**config.mk**
```make
export PLATFORM = sky130hd
export DESIGN_NAME = regfile
export DESIGN_NICKNAME = d
export VERILOG_FILES = /design/src/source/rv_isa_pkg.sv /design/src/source/rv_pipe_pkg.sv /design/src/source/regfile.sv
export SDC_FILE = /design/constraint.sdc
export NUM_CORES = 2
export LEC_CHECK = 0
export BUFFER_PORTS_ARGS = -buffer_cell sky130_fd_sc_hd__clkbuf_2
export CAP_MARGIN = 20
export CORE_MARGIN = 5
export CORE_UTILIZATION = 40
export CTS_CLUSTER_DIAMETER = 100
export DETAILED_ROUTE_END_ITERATION = 8
export PLACE_DENSITY = 0.66
export SLEW_MARGIN = 10
export SYNTH_ARGS = -nofsm -noshare
export SYNTH_HDL_FRONTEND = slang
export SYNTH_SLANG_ARGS = --single-unit
```
**constraint.sdc**
```tcl
create_clock -name clk -period 2.87 [get_ports clk]
set_input_delay 0.574 -clock clk [delete_from_list [all_inputs] [get_ports clk]]
set_output_delay 0.574 -clock clk [all_outputs]
set_load 0.01 [all_outputs]
```
**src/source/rv_isa_pkg.sv**
```systemverilog
package rv_isa_pkg;

	localparam int xlen    = 64;
	localparam int shamt_w = 6;

	typedef logic [xlen-1:0] xlen_t;
	typedef logic [4:0]      reg_addr_t;
	typedef logic [31:0]     inst_t;

	// major opcodes handled by the core
	localparam logic [6:0] OPC_OP     = 7'b0110011;
	localparam logic [6:0] OPC_OP_IMM = 7'b0010011;

	localparam logic [2:0] F3_ADD_SUB = 3'b000;
	localparam logic [2:0] F3_SLL     = 3'b001;
	localparam logic [2:0] F3_SLT     = 3'b010;
	localparam logic [2:0] F3_SLTU    = 3'b011;
	localparam logic [2:0] F3_XOR     = 3'b100;
	localparam logic [2:0] F3_SRL_SRA = 3'b101;
	localparam logic [2:0] F3_OR      = 3'b110;
	localparam logic [2:0] F3_AND     = 3'b111;

	// funct7 bit 5, i.e. instruction bit 30, marks SUB and SRA
	localparam int         F7_ALT_BIT = 5;
	localparam logic [6:0] F7_BASE    = 7'b0000000;
	localparam logic [6:0] F7_ALT     = 7'b0100000;

	typedef struct packed {
		logic [6:0] funct7;
		reg_addr_t  rs2;
		reg_addr_t  rs1;
		logic [2:0] funct3;
		reg_addr_t  rd;
		logic [6:0] opcode;
	} r_type_t;

	typedef struct packed {
		logic [11:0] imm12;
		reg_addr_t   rs1;
		logic [2:0]  funct3;
		reg_addr_t   rd;
		logic [6:0]  opcode;
	} i_type_t;

	// one instruction word, two field layouts
	typedef union packed {
		r_type_t r;
		i_type_t i;
	} inst_u;

endpackage

```
**src/source/rv_pipe_pkg.sv**
```systemverilog
package rv_pipe_pkg;

	typedef enum logic [3:0] {
		ALU_ADD,
		ALU_SUB,
		ALU_SLL,
		ALU_SLT,
		ALU_SLTU,
		ALU_XOR,
		ALU_SRL,
		ALU_SRA,
		ALU_OR,
		ALU_AND
	} alu_op_e;

	// decode to execute
	typedef struct packed {
		logic                  valid;
		logic                  illegal;
		logic                  use_imm;
		alu_op_e               alu_op;
		rv_isa_pkg::reg_addr_t rs1_addr;
		rv_isa_pkg::reg_addr_t rs2_addr;
		rv_isa_pkg::xlen_t     rs1_data;
		rv_isa_pkg::xlen_t     rs2_data;
		rv_isa_pkg::xlen_t     imm;
		rv_isa_pkg::reg_addr_t rd_addr;
		logic                  rd_wena;
		rv_isa_pkg::inst_t     inst;
	} id_ex_t;

	// retired instruction, also the register file write port
	typedef struct packed {
		logic                  valid;
		logic                  illegal;
		logic                  rd_wena;
		rv_isa_pkg::reg_addr_t rd_addr;
		rv_isa_pkg::xlen_t     rd_data;
		rv_isa_pkg::inst_t     inst;
	} commit_t;

endpackage

```
**src/source/regfile.sv**
```systemverilog
`timescale 1ns/10ps

module regfile (
	input  logic                  clk,
	input  logic                  arst_n_i,
	input  rv_isa_pkg::reg_addr_t rs1_addr_i,
	input  rv_isa_pkg::reg_addr_t rs2_addr_i,
	output rv_isa_pkg::xlen_t     rs1_data_o,
	output rv_isa_pkg::xlen_t     rs2_data_o,
	input  rv_pipe_pkg::commit_t  wr_i
);

	// x0 has no storage
	rv_isa_pkg::xlen_t regs [1:31];
	logic              wr_en;

	assign wr_en = wr_i.valid && wr_i.rd_wena && (wr_i.rd_addr != '0);

	always_ff @(posedge clk or negedge arst_n_i) begin
		if (!arst_n_i) begin
			for (int i = 1; i < 32; i++) begin
				regs[i] <= '0;
			end
		end else if (wr_en) begin
			regs[wr_i.rd_addr] <= wr_i.rd_data;
		end
	end

	// same-cycle write shows through to the reader
	function automatic rv_isa_pkg::xlen_t read_port(input rv_isa_pkg::reg_addr_t addr);
		if (addr == '0) begin
			return '0;
		end
		if (wr_en && (wr_i.rd_addr == addr)) begin
			return wr_i.rd_data;
		end
		return regs[addr];
	endfunction

	always_comb begin
		rs1_data_o = read_port(rs1_addr_i);
		rs2_data_o = read_port(rs2_addr_i);
	end

	a_no_x0_write: assert property (@(posedge clk) disable iff (!arst_n_i)
		wr_i.valid && wr_i.rd_wena |-> wr_i.rd_addr != '0);

endmodule

```
==> summary.md <==
| Metric | Value |
|---|---|
| Status | finished with violations |
| Violated checks | setup timing |
| Core ar. | between 0.2 and 0.3 mm² |
| Clock share of power | 0.357 |
| Sequential cell area fraction in the yosys report | 0.465 |
| Die width | 527 µm |
| Nets | roughly 8000 |
| Vert. Die Dim | between 500 and 600 µm |
| Final setup TNS | -47.79 ns |
| DR vias | 73700 |
| Asr flop ratio synth | 1.00 |
| Largest regs | regs (1984) |
| Syn nets | about 7400 |
| Yosys cell types | between 40 and 50 |
| Maxcap violations | 0 |
| Register area | a little under 0.05 mm² |
| CP Cell Sequence | mux4_2 > mux2i_2 > o22ai_2 > and3_1 > a221o_1 > clkbuf_2 |
| Final worst path period share | 1.18 |
| Io pins | 244 |
| Detailed placement HPWL | 233 mm |
| Biggest register | regs |
| Largest register FFs | approximately 2000 |
| Max-slew violation total from the final report | 0 |
| Layout cell share with drive strength beyond 1 | 0.436 |
| Data arrival, critical path | roughly 2.8 ns |
| Avg WL per Cell | just over 30 µm |
| Synth Cell Area | around 0.11 mm² |
| H-tree Lvls | 4 |
| Largest net degree at the start of global routing | approximately 130 |
| CTS buffer count | 212 |
| Hold WS | 0.0545 ns |
| First-pass GRT wire length | 531 mm |
| Clock Path Buffers | 4 |
| Worst slew pin tran | 0.773 ns |
| Cell family with most CP delay | multiplexers |
| CP required | roughly 2.3 ns |
| Critical path buffers and inverters | 1 |
| CTS sink count | between 1500 and 2000 |
| Worst rel slew slack | 0.485 |
| GPL Wtd Cong | 0.855 |
| Crit path launch | regs[621]$_DFFE_PN0P_ |
| Avg Inst Size Synth | around 15 µm² |
| Hold Fails Final Rpt | 0 |
| Initial antenna violation count | 25 |
| Die ar. | 0.278 mm² |
| Final instance area | 0.131 mm² |
| Floorplan row count | ~190 |
| Critical Path Max Stage Delay | between 0.4 and 0.5 ns |
| FF+latch count, synth | 1984 |
| Multi-input logic area | between 0.05 and 0.06 mm² |
| Logic pwr share | 0.193 |
| CP Capture Type | primary output |
| Initial DRC Count | 7195 |
| Pwr Density | approximately 600 mW/mm² |
| Final Skew | 0 ns |
| Sequential Power Share | 0.449 |
| Clk slew on worst S/H paths | roughly 0.06 ns |
| CP Max Fanout | 3 |
| Via-to-Cell Ratio | around 6.4 |
| Net Sw Power | around 21000 µW |
| Clk Tree Root Cell | clkbuf_16 |
| Place WS | -0.658 ns |
| Final Total Pwr | about 77000 µW |
| F_max | 295 MHz |
| Vias in the first global route | 77600 |
| Area delta synth->final | 22.3% |
| Clk_lat worst skew | 0.87 ns |
| Overall routed net length | ~360 mm |
| Dominant synthesized flop cell | dfrtp_1 |
| CP startpoint kind | register |
| Post-synth EDFFs | 0 |
| Post-route setup slack | -0.519 ns |
| Post-route minimum period | ~3.4 ns |
| All-Layer GR Usage | 0.254 |
| Worst Hold Class | in -> reg |
| Reg-to-Reg Start | regs[523]$_DFFE_PN0P_ |
| Initial Util | 0.402 |
| LEAKAGE | around 0.06 µW |
| Drt drc | 0 |
| Warnings, synthesis | 0 |
| Critical path type | reg -> out |
| CTS tree | built |
| Peak supply drop | ~0.00059 V |
| Remaining global-route overflow | 0 |
| Placed inst area | between 0.1 and 0.15 mm² |
| Min-delay src | wr_i[65] |
| Port bufs | between 200 and 250 |
| Post-synthesis cell count | a little over 7000 |
| Slowest-stage cell, CP | mux4_2 |
| Fill cell count | around 22000 |
| Number of detailed-routing iterations run before antenna repair | 6 |
| Int Power | about 56000 µW |
| Final setup fails | approximately 130 |
| Sw frac | 0.274 |
| RSZ-0062 raised after global routing | true |
| DRT antenna net count | 0 |
routing by layer:
layer	up-vias	part of all wire	track usage
met5	-	0.00044	0
met4	22	0.047	0.107
met3	887	0.084	0.0547
met2	3488	0.47	0.402
met1	39800	0.40	0.340
li1	29600	-	-
Yosys cell counts (10+ instances only):
master / number / area (µm²)
dfrtp_1: 1984 / 49600
mux2_1: 1287 / 14500
mux4_2: 833 / 18800
mux2_2: 762 / 8580
clkbuf_1: 380 / 1430
mux2i_1: 375 / 3750
buf_2: 367 / 1840
nand2_1: 152 / 571
a21oi_1: 128 / 641
and3_1: 128 / 801
a22oi_1: 127 / 953
o22ai_1: 126 / 788
a221o_1: 124 / 1240
nor2_1: 78 / 293
a221oi_1: 67 / 587
o21ai_1: 64 / 320
a2111oi_0: 62 / 543
a21boi_0: 58 / 435
buf_6: 33 / 372
buf_1: 19 / 71.3
buf_4: 19 / 143
nor2_2: 15 / 93.8
nor2b_1: 11 / 68.8
nand3_1: 10 / 50.1
what timing repair did:
| action | 4_1_cts | 5_1_grt |
|---|---|---|
| endpoints found under the setup margin | 128 | 128 |
| setup buffers | 57 | 45 |
| endpoints found under the hold margin | 202 | 0 |
| pin swaps | 244 | 54 |
| resized for setup | 420 | 176 |
| cloned | 10 | 8 |
| hold buffers | 3 | 0 |
power groups by stage:
stage,Combinational (µW),Sequential (µW),Clock (µW)
floorplan,9220,33800,0
global placement,13400,34400,0
detailed placement,13700,34800,0
CTS,14500,34400,27900
global route,15800,34900,29000
finish,14800,34500,27500
cells by family after synthesis:
logic type             synth area share
XOR/XNOR                       0.000820
AO/OA/AOI/OAI                    0.0527
flip-flops                        0.465
multiplexers                      0.427
buffers and inverters            0.0362
AND/OR/NAND/NOR                  0.0188
path summary, 6_finish.rpt:
path | end | slack (ns) | cells past startpoint
min in group asynchronous | regs[1381]$_DFFE_PN0P_ | 0.19 | 2
worst min-delay path | regs[225]$_DFFE_PN0P_ | 0.05 | 2
max in group asynchronous | regs[454]$_DFFE_PN0P_ | 1.40 | 4
worst min register to register | regs[24]$_DFFE_PN0P_ | 0.50 | 1
worst max register to register | regs[523]$_DFFE_PN0P_ | 1.83 | 3
worst max-delay path | rs2_data_o[45] | -0.52 | 6
through the flow:
| step | cells | util |
|---|---|---|
| 2_1_floorplan | 7265 | - |
| 3_3_place_gp | 11100 | 0.452 |
| 3_5_place_dp | 11100 | 0.452 |
| 4_1_cts | 11500 | 0.487 |
| 5_1_grt | 11600 | 0.492 |
| 6_report | 11600 | 0.492 |
final cells by class:
class,count,share of cell area
antenna,12,0.000230
clock buffer,319,0.0483
clock inverter,47,0.00369
inverter,6,0.000326
multi-input combinational,4457,0.424
sequential,1984,0.380
tap,3533,0.0338
timing repair buffer,1225,0.110
layout by cell type, fill, tap and decap left out, drive strengths merged, types with 6 or more instances in the layout:
master,count
a21boi,62
a221oi,67
buf,1034
nor3,6
a221o,124
diode,12
nor2b,11
nor2,93
a21oi,128
nand2,152
clkinv,32
a22oi,127
clkbuf,501
o22ai,126
bufbuf,6
and3,128
mux4,833
o21ai,69
a2111oi,62
nand3,10
mux2i,375
dfrtp,1984
bufinv,8
inv,9
mux2,2049
Note: power is estimated with default switching activity, not from simulation.
