--- src/source/rv_isa_pkg.sv ---
package rv_isa_pkg;

	localparam int xlen    = 64;
	localparam int shamt_w = 6;

	typedef logic [xlen-1:0] xlen_t;
	typedef logic [4:0]      reg_addr_t;
	typedef logic [31:0]     inst_t;

	// major opcodes handled by the core
	localparam logic [6:0] OPC_OP     = 7'b0110011;
	localparam logic [6:0] OPC_OP_IMM = 7'b0010011;

	localparam logic [2:0] F3_ADD_SUB = 3'b000;
	localparam logic [2:0] F3_SLL     = 3'b001;
	localparam logic [2:0] F3_SLT     = 3'b010;
	localparam logic [2:0] F3_SLTU    = 3'b011;
	localparam logic [2:0] F3_XOR     = 3'b100;
	localparam logic [2:0] F3_SRL_SRA = 3'b101;
	localparam logic [2:0] F3_OR      = 3'b110;
	localparam logic [2:0] F3_AND     = 3'b111;

	// funct7 bit 5, i.e. instruction bit 30, marks SUB and SRA
	localparam int         F7_ALT_BIT = 5;
	localparam logic [6:0] F7_BASE    = 7'b0000000;
	localparam logic [6:0] F7_ALT     = 7'b0100000;

	typedef struct packed {
		logic [6:0] funct7;
		reg_addr_t  rs2;
		reg_addr_t  rs1;
		logic [2:0] funct3;
		reg_addr_t  rd;
		logic [6:0] opcode;
	} r_type_t;

	typedef struct packed {
		logic [11:0] imm12;
		reg_addr_t   rs1;
		logic [2:0]  funct3;
		reg_addr_t   rd;
		logic [6:0]  opcode;
	} i_type_t;

	// one instruction word, two field layouts
	typedef union packed {
		r_type_t r;
		i_type_t i;
	} inst_u;

endpackage

--- src/source/rv_pipe_pkg.sv ---
package rv_pipe_pkg;

	typedef enum logic [3:0] {
		ALU_ADD,
		ALU_SUB,
		ALU_SLL,
		ALU_SLT,
		ALU_SLTU,
		ALU_XOR,
		ALU_SRL,
		ALU_SRA,
		ALU_OR,
		ALU_AND
	} alu_op_e;

	// decode to execute
	typedef struct packed {
		logic                  valid;
		logic                  illegal;
		logic                  use_imm;
		alu_op_e               alu_op;
		rv_isa_pkg::reg_addr_t rs1_addr;
		rv_isa_pkg::reg_addr_t rs2_addr;
		rv_isa_pkg::xlen_t     rs1_data;
		rv_isa_pkg::xlen_t     rs2_data;
		rv_isa_pkg::xlen_t     imm;
		rv_isa_pkg::reg_addr_t rd_addr;
		logic                  rd_wena;
		rv_isa_pkg::inst_t     inst;
	} id_ex_t;

	// retired instruction, also the register file write port
	typedef struct packed {
		logic                  valid;
		logic                  illegal;
		logic                  rd_wena;
		rv_isa_pkg::reg_addr_t rd_addr;
		rv_isa_pkg::xlen_t     rd_data;
		rv_isa_pkg::inst_t     inst;
	} commit_t;

endpackage

--- src/source/id_stage.sv ---
`timescale 1ns/10ps

module id_stage (
	input  logic                  clk,
	input  logic                  arst_n_i,
	input  logic                  inst_valid_i,
	input  rv_isa_pkg::inst_t     inst_i,
	input  rv_isa_pkg::xlen_t     rs1_data_i,
	input  rv_isa_pkg::xlen_t     rs2_data_i,
	output rv_isa_pkg::reg_addr_t rs1_addr_o,
	output rv_isa_pkg::reg_addr_t rs2_addr_o,
	output rv_pipe_pkg::id_ex_t   id_ex_o
);

	rv_isa_pkg::inst_u   inst;
	rv_pipe_pkg::id_ex_t dec;
	rv_pipe_pkg::id_ex_t id_ex_q;
	logic                valid_q;
	logic                is_op;
	logic                is_op_imm;
	logic                is_shift;
	logic                alt;
	logic                funct7_ok;

	assign inst      = inst_i;
	assign is_op     = (inst.r.opcode == rv_isa_pkg::OPC_OP);
	assign is_op_imm = (inst.i.opcode == rv_isa_pkg::OPC_OP_IMM);
	assign alt       = inst.r.funct7[rv_isa_pkg::F7_ALT_BIT];
	assign is_shift  = (inst.i.funct3 == rv_isa_pkg::F3_SLL) ||
		(inst.i.funct3 == rv_isa_pkg::F3_SRL_SRA);

	// rs2 only exists in the R-type view
	assign rs1_addr_o = inst.r.rs1;
	assign rs2_addr_o = is_op ? inst.r.rs2 : '0;

	// unknown opcodes never reach funct7_ok
	always_comb begin
		funct7_ok = 1'b0;
		if (is_op) begin
			funct7_ok = (inst.r.funct7 == rv_isa_pkg::F7_BASE) ||
				((inst.r.funct7 == rv_isa_pkg::F7_ALT) &&
				((inst.r.funct3 == rv_isa_pkg::F3_ADD_SUB) ||
				(inst.r.funct3 == rv_isa_pkg::F3_SRL_SRA)));
		end else if (is_op_imm) begin
			// low funct7 bit is shamt[5] on RV64
			funct7_ok = !is_shift ||
				(inst.r.funct7[6:1] == rv_isa_pkg::F7_BASE[6:1]) ||
				((inst.r.funct3 == rv_isa_pkg::F3_SRL_SRA) &&
				(inst.r.funct7[6:1] == rv_isa_pkg::F7_ALT[6:1]));
		end
	end

	always_comb begin
		dec          = '0;
		dec.valid    = inst_valid_i;
		dec.illegal  = !funct7_ok;
		dec.use_imm  = is_op_imm;
		dec.rs1_addr = rs1_addr_o;
		dec.rs2_addr = rs2_addr_o;
		dec.rs1_data = rs1_data_i;
		dec.rs2_data = rs2_data_i;
		dec.rd_addr  = inst.r.rd;
		dec.rd_wena  = funct7_ok && (inst.r.rd != '0);
		dec.inst     = inst_i;
		dec.imm      = {{(rv_isa_pkg::xlen - 12){inst.i.imm12[11]}}, inst.i.imm12};
		if (is_op_imm && is_shift) begin
			dec.imm = rv_isa_pkg::xlen_t'(inst.i.imm12[rv_isa_pkg::shamt_w-1:0]);
		end
		case (inst.r.funct3)
			// bit 30 is immediate data for ADDI
			rv_isa_pkg::F3_ADD_SUB: dec.alu_op = (is_op && alt) ? rv_pipe_pkg::ALU_SUB :
				rv_pipe_pkg::ALU_ADD;
			rv_isa_pkg::F3_SLL:     dec.alu_op = rv_pipe_pkg::ALU_SLL;
			rv_isa_pkg::F3_SLT:     dec.alu_op = rv_pipe_pkg::ALU_SLT;
			rv_isa_pkg::F3_SLTU:    dec.alu_op = rv_pipe_pkg::ALU_SLTU;
			rv_isa_pkg::F3_XOR:     dec.alu_op = rv_pipe_pkg::ALU_XOR;
			rv_isa_pkg::F3_SRL_SRA: dec.alu_op = alt ? rv_pipe_pkg::ALU_SRA : rv_pipe_pkg::ALU_SRL;
			rv_isa_pkg::F3_OR:      dec.alu_op = rv_pipe_pkg::ALU_OR;
			rv_isa_pkg::F3_AND:     dec.alu_op = rv_pipe_pkg::ALU_AND;
		endcase
	end

	always_ff @(posedge clk or negedge arst_n_i) begin
		if (!arst_n_i) begin
			valid_q <= 1'b0;
		end else begin
			valid_q <= inst_valid_i;
		end
	end

	// payload only moves with a strobe
	always_ff @(posedge clk) begin
		if (inst_valid_i) begin
			id_ex_q <= dec;
		end
	end

	always_comb begin
		id_ex_o       = id_ex_q;
		id_ex_o.valid = valid_q;
	end

	// x0 must read back as zero from the register file
	a_x0_reads_zero: assert property (@(posedge clk) disable iff (!arst_n_i)
		((rs1_addr_o != '0) || (rs1_data_i == '0)) &&
		((rs2_addr_o != '0) || (rs2_data_i == '0)));

endmodule

--- config.mk ---
export PLATFORM = sky130hd
export DESIGN_NAME = id_stage
export DESIGN_NICKNAME = d
export VERILOG_FILES = /design/src/source/rv_isa_pkg.sv /design/src/source/rv_pipe_pkg.sv /design/src/source/id_stage.sv
export SDC_FILE = /design/constraint.sdc
export NUM_CORES = 1
export LEC_CHECK = 0
export BUFFER_PORTS_ARGS = -buffer_cell sky130_fd_sc_hd__buf_2
export CAP_MARGIN = 10
export CORE_AREA = 2 2 162 164
export CTS_CLUSTER_SIZE = 40
export DETAILED_ROUTE_END_ITERATION = 8
export DIE_AREA = 0 0 164 166
export GPL_TIMING_DRIVEN = 0
export PLACE_DENSITY = 0.54
export SKIP_CTS_REPAIR_TIMING = 1
export SYNTH_ARGS = -nofsm -noshare
export SYNTH_HDL_FRONTEND = slang
export SYNTH_SLANG_ARGS = --single-unit
export TNS_END_PERCENT = 30
--- constraint.sdc ---
create_clock -name clk -period 3.23 [get_ports clk]
set_input_delay 0.1615 -clock clk [delete_from_list [all_inputs] [get_ports clk]]
set_output_delay 0.1615 -clock clk [all_outputs]
set_load 0.02 [all_outputs]
==> results of run 1 <==
-- registers in the layout, summed over array words and instances, names as in the netlist --
register and count:
id_ex_o 178, valid_q 1
-- cell families after synthesis --
kind of cell,Yosys count
DFF,179
buffers and inverters,80
and+or+nand+nor,32
AOI/OAI and AO/OA,7
xor gates and xnor gates,1
-- power groups by stage --
stage | combinational, W | clock [W] | sequential, W
floorplan | 0.000209 | 0 | 0.00310
global placement | 0.000855 | 0 | 0.00287
detailed placement | 0.000873 | 0 | 0.00286
CTS | 0.000873 | 0.00219 | 0.00281
global route | 0.00108 | 0.00227 | 0.00283
finish | 0.00102 | 0.00211 | 0.00281
-- path summary, 6_finish.rpt --
path                             from            end  depth (start not counted)
max in group asynchronous    arst_n_i        valid_q                          2
worst min-delay path       inst_i[13]    id_ex_o[13]                          1
min in group asynchronous    arst_n_i        valid_q                          2
worst max-delay path        inst_i[2]  rs2_addr_o[1]                          7
-- layout by cell type, fill, tap and decap left out, drive strengths merged, types with 2 or more instances in the layout --
| master | count |
|---|---|
| o21ai | 3 |
| clkbuf | 17 |
| edfxtp | 178 |
| and2 | 13 |
| dlygate4sd3 | 157 |
| buf | 500 |
| nand2b | 4 |
| or3 | 2 |
| inv | 6 |
| nor3 | 2 |
| clkinv | 6 |
| clkinvlp | 3 |
| nor2 | 5 |
-- per-layer routing --
layer / vias to the layer above / share of wire, % / wire length [um]
li1: 2233 / - / -
met1: 2276 / 38 / 7311
met2: 204 / 53 / 10150
met3: 24 / 6.4 / 1220
met4: 0 / 1.9 / 355
met5: - / 0 / 0
-- layout make-up --
class                           count  area share [%]
Clock buffer                       17           3.870
Tap cell                          335           3.813
Buffer                             79           5.395
Sequential cell                   179           48.85
Inverter                            1         0.03415
Timing Repair Buffer              578           33.96
Multi-Input combinational cell     40           2.493
Clock inverter                     15           1.582
-- through the flow --
stage | hold WS [ns] | setup slack [ns] | power [W]
6_report | 0.01422 | 1.022 | 0.005939
5_1_grt | 0.002566 | 0.9158 | 0.006182
4_1_cts | -0.5337 | 1.201 | 0.005878
3_5_place_dp | -0.05970 | 1.549 | 0.003735
3_3_place_gp | -0.06368 | -0.3627 | 0.003729
2_1_floorplan | -0.1341 | 1.551 | 0.003313
==> impl_results.html, run 1 <==
<table>
<tr><th>Metric</th><th>Value</th></tr>
<tr><th colspan="2">Place</th></tr>
<tr><td>Port Buf Inserts</td><td>roughly 420</td></tr>
<tr><td>Placer congestion estimate</td><td>0.7694</td></tr>
<tr><td>Area after detailed placement</td><td>slightly below 9000 um2</td></tr>
<tr><td>HPWL Detailed</td><td>between 10,000 and 15,000 um</td></tr>
<tr><td>Placed instance count</td><td>1,055</td></tr>
<tr><th colspan="2">Global routing</th></tr>
<tr><td>Met2 Usage GRT</td><td>21.70%</td></tr>
<tr><td>Via count of the first global-routing pass</td><td>approximately 4,000</td></tr>
<tr><td>Most Crowded Layer GR</td><td>met2</td></tr>
<tr><td>Global-route wire length before repair</td><td>about 25,000 um</td></tr>
<tr><td>GR Layer Usage met3</td><td>under 10%</td></tr>
<tr><td>Antenna violations before repair</td><td>0</td></tr>
<tr><td>Total grt overflow</td><td>0</td></tr>
<tr><td>Met1 track demand over resource</td><td>approximately 14%</td></tr>
<tr><td>Pin count of the biggest net entering global routing</td><td>~100</td></tr>
<tr><td>Total global routing track utilization</td><td>about 12%</td></tr>
<tr><th colspan="2">STA</th></tr>
<tr><td>Worst slew margin relative to its limit</td><td>a little under half</td></tr>
<tr><td>Setup repair after global routing missed its margin</td><td>false</td></tr>
<tr><td>Total setup violations reported at the end of the flow</td><td>0</td></tr>
<tr><td>Final Max Tran Viols</td><td>0</td></tr>
<tr><td>Final Cycle Share</td><td>~70%</td></tr>
<tr><td>Highest achievable clock rate</td><td>between 400 and 500 MHz</td></tr>
<tr><td>Summed negative setup slack over all endpoints</td><td>0 ns</td></tr>
<tr><td>Time the worst path needs with I/O delays and setup</td><td>about 2.2 ns</td></tr>
<tr><td>Count of endpoints failing hold in the final timing report</td><td>0</td></tr>
<tr><td>Transition time at the pin with the least slew margin</td><td>slightly below 0.8 ns</td></tr>
<tr><th colspan="2">Route</th></tr>
<tr><td>Post-route DRC violation count</td><td>0</td></tr>
<tr><td>Avg WL per Cell</td><td>around 15 um</td></tr>
<tr><td>Mean number of vias per cell</td><td>3.808</td></tr>
<tr><td>Count of nets left with antenna violations after detail routing</td><td>0</td></tr>
<tr><td>DR vias</td><td>~4,700</td></tr>
<tr><td>Violation count after the first detailed-routing iteration</td><td>274</td></tr>
<tr><td>Pre-Repair DR Iteration Count</td><td>4</td></tr>
<tr><td>DRT Wirelength</td><td>between 15,000 and 20,000 um</td></tr>
<tr><th colspan="2">Run</th></tr>
<tr><td>Number of violations of the max-capacitance limit</td><td>0</td></tr>
<tr><th colspan="2">Cells and area</th></tr>
<tr><td>Area growth from synthesis to layout</td><td>76.14%</td></tr>
<tr><td>Nets</td><td>about 1,100</td></tr>
<tr><td>Non-filler cells, final</td><td>around 1,200</td></tr>
<tr><td>Post-layout instance area</td><td>approximately 11,000 um2</td></tr>
<tr><td>Final cell utilization of the core</td><td>42.92%</td></tr>
<tr><td>Share of post-route cells with drive strength above 1</td><td>around three fifths</td></tr>
<tr><td>Number of diodes added for antenna fixing</td><td>0</td></tr>
<tr><td>Area used by multi-input combinational logic</td><td>~270 um2</td></tr>
<tr><td>Number of fill cells</td><td>~2,400</td></tr>
<tr><td>Area taken by flip-flops and latches</td><td>about 5400 um2</td></tr>
<tr><th colspan="2">Worst setup path</th></tr>
<tr><td>Required time of the critical path</td><td>approximately 3 ns</td></tr>
<tr><td>Critical Path Max Stage Delay</td><td>approximately 0.55 ns</td></tr>
<tr><td>CP max FO</td><td>7</td></tr>
<tr><td>Family with the most delay on the worst path</td><td>buffers and inverters</td></tr>
<tr><td>Series of cell instances along the critical path</td><td>dlygate4sd3_1 -&gt; buf_2 -&gt; nor4b_4 -&gt; and4_2 -&gt; and2_1 -&gt; buf_4 -&gt; buf_2</td></tr>
<tr><td>WP data arrival</td><td>about 2.1 ns</td></tr>
<tr><td>Type of origin of the critical path</td><td>input port</td></tr>
<tr><td>CP Buf/Inv Count</td><td>4</td></tr>
<tr><td>Endpoint class of the critical path</td><td>primary output</td></tr>
<tr><td>Most frequent cell on the critical path</td><td>buf_2</td></tr>
<tr><td>CP Class</td><td>in -&gt; out</td></tr>
<tr><td>Slowest library cell on the worst path</td><td>dlygate4sd3_1</td></tr>
<tr><th colspan="2">Floorplan</th></tr>
<tr><td>Starting Density</td><td>roughly a quarter</td></tr>
<tr><td>Core Footprint</td><td>roughly 26,000 um2</td></tr>
<tr><td>DIE AREA</td><td>27,220 um2</td></tr>
<tr><td>Standard-cell rows</td><td>59</td></tr>
<tr><td>Number of top-level pins</td><td>420</td></tr>
<tr><td>Die Span X</td><td>around 160 um</td></tr>
<tr><td>Floorplan die height</td><td>around 170 um</td></tr>
<tr><th colspan="2">Yosys</th></tr>
<tr><td>Asr flop ratio synth</td><td>less than 1%</td></tr>
<tr><td>Synth unique cells</td><td>23</td></tr>
<tr><td>Gate count after technology mapping</td><td>approximately 300</td></tr>
<tr><td>Syn Std Cell Area</td><td>between 6000 and 7000 um2</td></tr>
<tr><td>Area share of fa/ha/maj cells after synthesis</td><td>0%</td></tr>
<tr><td>Syn Area/Cell</td><td>around 21 um2</td></tr>
<tr><td>Cell type with the highest aggregate area in the netlist</td><td>edfxtp_1</td></tr>
<tr><td>Primary flip-flop cell chosen by synthesis mapping</td><td>edfxtp_1</td></tr>
<tr><td>Count of state elements after synthesis</td><td>approximately 180</td></tr>
<tr><td>Area share of the largest cell type after synthesis</td><td>a little under nine tenths</td></tr>
<tr><td>Post-synthesis compound-gate area fraction</td><td>0.7819%</td></tr>
<tr><td>Share of synthesized area occupied by flip-flops and latches</td><td>86.05%</td></tr>
<tr><td>Leading cell types by total area after synthesis</td><td>edfxtp_1, buf_4, and2_1</td></tr>
<tr><td>Most frequent cell after synthesis</td><td>edfxtp_1</td></tr>
<tr><td>Number of synthesized flops with an enable pin</td><td>approximately 180</td></tr>
<tr><td>Simple-gate portion of the synthesized area</td><td>between 3 and 4%</td></tr>
<tr><td>Synthesized netlist net count</td><td>roughly 460</td></tr>
<tr><td>Post-synthesis mux area share</td><td>0%</td></tr>
<tr><td>Count of synthesis-stage warnings from yosys</td><td>0</td></tr>
<tr><td>Xor and xnor area share after synthesis</td><td>less than 1%</td></tr>
<tr><td>Most common library cells after synthesis</td><td>edfxtp_1, buf_4, and2_1</td></tr>
<tr><td>Dominant combinational cell family by area after synthesis</td><td>buffers and inverters</td></tr>
<tr><th colspan="2">Clock tree</th></tr>
<tr><td>Clock-pin slew reported for the worst setup and hold paths after clock tree synthesis</td><td>around 0.070 ns</td></tr>
<tr><td>Number of sinks on the clock net</td><td>~180</td></tr>
<tr><td>CTS tree</td><td>done</td></tr>
<tr><td>Max Root-Sink Buffers</td><td>2</td></tr>
<tr><td>Inserted Clock Buffers</td><td>17</td></tr>
<tr><td>Clock Root Buffer</td><td>clkbuf_16</td></tr>
<tr><td>H-tree levels</td><td>4</td></tr>
<tr><th colspan="2">Outcome</th></tr>
<tr><td>Outcome</td><td>completed</td></tr>
<tr><th colspan="2">Pwr</th></tr>
<tr><td>Part of the total power dissipated in sequential elements</td><td>47.3%</td></tr>
<tr><td>Share of total power consumed by net switching</td><td>a little over a quarter</td></tr>
<tr><td>Switching power of the nets</td><td>~0.0016 W</td></tr>
<tr><td>Maximum vdd drop</td><td>approximately 300 uV</td></tr>
<tr><td>Pint</td><td>~0.0043 W</td></tr>
<tr><td>Power Density</td><td>roughly 540 nW/um2</td></tr>
<tr><td>Gate power share</td><td>~17%</td></tr>
<tr><td>Leak Pwr</td><td>a little under 5 nW</td></tr>
<tr><td>Fraction of power consumed by the clock network</td><td>a little over a third</td></tr>
<tr><th colspan="2">Min path</th></tr>
<tr><td>Hold Crit Class</td><td>in -&gt; reg</td></tr>
</table>
Power figures use the tool's default switching activity.
==> run 2: changes to the inputs <==
--- a/config.mk
+++ b/config.mk
@@ -7,12 +7,12 @@
 export LEC_CHECK = 0
 export BUFFER_PORTS_ARGS = -buffer_cell sky130_fd_sc_hd__buf_2
 export CAP_MARGIN = 10
-export CORE_AREA = 2 2 162 164
+export CORE_AREA = 2 2 161 163
 export CTS_CLUSTER_SIZE = 40
 export DETAILED_ROUTE_END_ITERATION = 8
-export DIE_AREA = 0 0 164 166
+export DIE_AREA = 0 0 163 165
 export GPL_TIMING_DRIVEN = 0
-export PLACE_DENSITY = 0.54
+export PLACE_DENSITY = 0.56
 export SKIP_CTS_REPAIR_TIMING = 1
 export SYNTH_ARGS = -nofsm -noshare
 export SYNTH_HDL_FRONTEND = slang
==> constraint.sdc (replaced) <==
create_clock -name clk -period 1.9 [get_ports clk]
set_input_delay 0.095 -clock clk [delete_from_list [all_inputs] [get_ports clk]]
set_output_delay 0.095 -clock clk [all_outputs]
set_load 0.02 [all_outputs]
==> run 2 against run 1 <==
Compared with the run above:
- worst setup slack worse by 0.81 ns
- critical path depth is 1 lower
- highest routed layer unchanged
- wire length is 0.55% higher
- clock power is 65% higher
- worst hold slack better by 0.081 ns
- global-route usage is 0.26 points lower
- flip-flop and latch count stayed put
- sequential share of layout area is 0.23 points lower
- critical path type unchanged
- largest power group unchanged
- largest cell class unchanged
==> impl_results.html, run 2 (synthesis results as in run 1) <==
<table>
<tr><th>Metric</th><th>Value</th></tr>
<tr><th colspan="2">Floorplan</th></tr>
<tr><td>Core Footprint</td><td>25,040 um2</td></tr>
<tr><td>Floorplan die height</td><td>165 um</td></tr>
<tr><td>Standard-cell rows</td><td>58</td></tr>
<tr><td>Starting Density</td><td>between 20% and 30%</td></tr>
<tr><td>Number of top-level pins</td><td>420</td></tr>
<tr><td>DIE AREA</td><td>26,900 um2</td></tr>
<tr><td>Die Span X</td><td>approximately 160 um</td></tr>
<tr><th colspan="2">Clock tree</th></tr>
<tr><td>Clock-pin slew reported for the worst setup and hold paths after clock tree synthesis</td><td>roughly 0.080 ns</td></tr>
<tr><td>CTS tree</td><td>done</td></tr>
<tr><td>H-tree levels</td><td>4</td></tr>
<tr><td>Number of sinks on the clock net</td><td>between 150 and 200</td></tr>
<tr><td>Inserted Clock Buffers</td><td>17</td></tr>
<tr><td>Max Root-Sink Buffers</td><td>2</td></tr>
<tr><td>Clock Root Buffer</td><td>clkbuf_16</td></tr>
<tr><th colspan="2">Global routing</th></tr>
<tr><td>Total grt overflow</td><td>0</td></tr>
<tr><td>Via count of the first global-routing pass</td><td>between 3,000 and 4,000</td></tr>
<tr><td>Antenna violations before repair</td><td>0</td></tr>
<tr><td>Global-route wire length before repair</td><td>around 24,000 um</td></tr>
<tr><td>Pin count of the biggest net entering global routing</td><td>roughly 120</td></tr>
<tr><td>Total global routing track utilization</td><td>between 10% and 20%</td></tr>
<tr><th colspan="2">Route</th></tr>
<tr><td>Count of nets left with antenna violations after detail routing</td><td>0</td></tr>
<tr><td>Post-route DRC violation count</td><td>0</td></tr>
<tr><td>Violation count after the first detailed-routing iteration</td><td>between 200 and 250</td></tr>
<tr><td>Avg WL per Cell</td><td>15.34 um</td></tr>
<tr><td>Routed wire length on met3</td><td>approximately 1100 um</td></tr>
<tr><td>Highest routed layer</td><td>met4</td></tr>
<tr><td>M1 WL</td><td>around 7500 um</td></tr>
<tr><td>Mean number of vias per cell</td><td>roughly 3.7</td></tr>
<tr><td>Detailed route wirelength on metal2</td><td>around 10,000 um</td></tr>
<tr><td>Pre-Repair DR Iteration Count</td><td>6</td></tr>
<tr><td>DR vias</td><td>between 4,000 and 5,000</td></tr>
<tr><td>DRT Wirelength</td><td>approximately 19,000 um</td></tr>
<tr><th colspan="2">Cells and area</th></tr>
<tr><td>Number of diodes added for antenna fixing</td><td>0</td></tr>
<tr><td>Non-filler cells, final</td><td>about 1,200</td></tr>
<tr><td>Nets</td><td>1,068</td></tr>
<tr><td>Final cell utilization of the core</td><td>44.11%</td></tr>
<tr><td>Area taken by flip-flops and latches</td><td>~5400 um2</td></tr>
<tr><td>Area used by multi-input combinational logic</td><td>274.0 um2</td></tr>
<tr><td>Share of post-route cells with drive strength above 1</td><td>58.82%</td></tr>
<tr><td>Most used cells in the layout excluding fill and tap cells</td><td>buf_2, edfxtp_1, dlygate4sd3_1</td></tr>
<tr><td>Post-layout instance area</td><td>approximately 11,000 um2</td></tr>
<tr><td>Number of fill cells</td><td>2,273</td></tr>
<tr><td>Area growth from synthesis to layout</td><td>76.96%</td></tr>
<tr><td>Number of flip-flops under the largest register name</td><td>178</td></tr>
<tr><td>Most frequent standard cell in the layout excluding fill and tap cells</td><td>buf_2</td></tr>
<tr><th colspan="2">Worst setup path</th></tr>
<tr><td>CP max FO</td><td>7</td></tr>
<tr><td>Slowest library cell on the worst path</td><td>dlygate4sd3_1</td></tr>
<tr><td>Required time of the critical path</td><td>1.80 ns</td></tr>
<tr><td>CP Class</td><td>in -&gt; out</td></tr>
<tr><td>WP data arrival</td><td>between 1.5 and 2 ns</td></tr>
<tr><td>Endpoint class of the critical path</td><td>primary output</td></tr>
<tr><td>Critical Path Max Stage Delay</td><td>between 0.5 and 0.6 ns</td></tr>
<tr><td>Series of cell instances along the critical path</td><td>dlygate4sd3_1 -&gt; buf_2 -&gt; and4_2 -&gt; and2_1 -&gt; buf_4 -&gt; buf_2</td></tr>
<tr><td>Type of origin of the critical path</td><td>input port</td></tr>
<tr><td>Most frequent cell on the critical path</td><td>buf_2</td></tr>
<tr><th colspan="2">STA</th></tr>
<tr><td>Final Cycle Share</td><td>around nine tenths</td></tr>
<tr><td>Highest achievable clock rate</td><td>593.6 MHz</td></tr>
<tr><td>Count of endpoints failing hold in the final timing report</td><td>0</td></tr>
<tr><td>Transition time at the pin with the least slew margin</td><td>just under 0.7 ns</td></tr>
<tr><td>Worst slew margin relative to its limit</td><td>between 50% and 60%</td></tr>
<tr><td>Final Max Tran Viols</td><td>0</td></tr>
<tr><td>Summed negative setup slack over all endpoints</td><td>0 ns</td></tr>
<tr><td>Time the worst path needs with I/O delays and setup</td><td>approximately 1.7 ns</td></tr>
<tr><td>Total setup violations reported at the end of the flow</td><td>0</td></tr>
<tr><td>Setup repair after global routing missed its margin</td><td>false</td></tr>
<tr><th colspan="2">Outcome</th></tr>
<tr><td>Outcome</td><td>completed</td></tr>
<tr><th colspan="2">Place</th></tr>
<tr><td>Placed instance count</td><td>around 1,100</td></tr>
<tr><td>HPWL Detailed</td><td>approximately 13,000 um</td></tr>
<tr><td>Port Buf Inserts</td><td>419</td></tr>
<tr><td>Placer congestion estimate</td><td>about 0.76</td></tr>
<tr><td>Area after detailed placement</td><td>between 8000 and 9000 um2</td></tr>
<tr><th colspan="2">Min path</th></tr>
<tr><td>Hold Crit Class</td><td>in -&gt; reg</td></tr>
<tr><th colspan="2">Pwr</th></tr>
<tr><td>Maximum vdd drop</td><td>approximately 500 uV</td></tr>
<tr><td>Power Density</td><td>between 900 and 1000 nW/um2</td></tr>
<tr><td>Leak Pwr</td><td>around 4.9 nW</td></tr>
<tr><th colspan="2">Run</th></tr>
<tr><td>Number of violations of the max-capacitance limit</td><td>0</td></tr>
</table>
-- run 2: cell types whose count changed in the layout (fill, tap and decap cells not counted), sizes merged --
cell,before,now
clkinvlp,3,2
buf,500,504
clkbuf,17,18
clkinv,6,5
inv,6,7
dlygate4sd3,157,162
-- run 2: final timing paths --
kind,startpoint,to,slack (ns),cells after the start
worst max-delay path,inst_i[5],rs2_addr_o[2],0.22,6
worst min-delay path,inst_valid_i,id_ex_o[163],0.09,1
max in group asynchronous,arst_n_i,valid_q,1.30,3
min in group asynchronous,arst_n_i,valid_q,0.50,3
-- run 2: power breakdown --
part           total (W)  internal (W)  switching [W]
logic            0.00176      0.000782       0.000978
clock network    0.00349       0.00186        0.00163
registers        0.00477       0.00468      0.0000862
-- run 2: per-stage QoR --
| step | hold slack [ns] | setup slack, ns | total power, W |
|---|---|---|---|
| floorplan | -0.2006 | 0.2876 | 0.005631 |
| global placement | -0.1294 | -1.637 | 0.006344 |
| detailed placement | -0.1280 | 0.3311 | 0.006352 |
| CTS | -0.5812 | 0.07532 | 0.009874 |
| global route | 0.1098 | 0.1538 | 0.01043 |
| finish | 0.09482 | 0.2154 | 0.01002 |
-- run 2: worst max-delay path, delay by kind of cell --
| kind | cells | cell delay (ns) |
|---|---|---|
| buffers and inverters | 4 | 0.93 |
| and+or+nand+nor | 2 | 0.55 |
-- run 2: area by class of cell --
class | count | area share (%)
well taps | 330 | 3.739
clock inverters | 14 | 1.337
repair buffers | 587 | 34.53
clock buffers | 18 | 3.886
multi-input cells | 40 | 2.481
inverters | 1 | 0.03399
flip-flops and latches | 179 | 48.62
plain buffers | 79 | 5.370
-- run 2: layer usage --
| layer | up-vias | global-route usage, % |
|---|---|---|
| met2 | 193 | 20.96 |
| li1 | 2251 | - |
| met4 | 0 | 3.741 |
| met1 | 2215 | 14.56 |
| met3 | 20 | 3.792 |
| met5 | - | 0 |
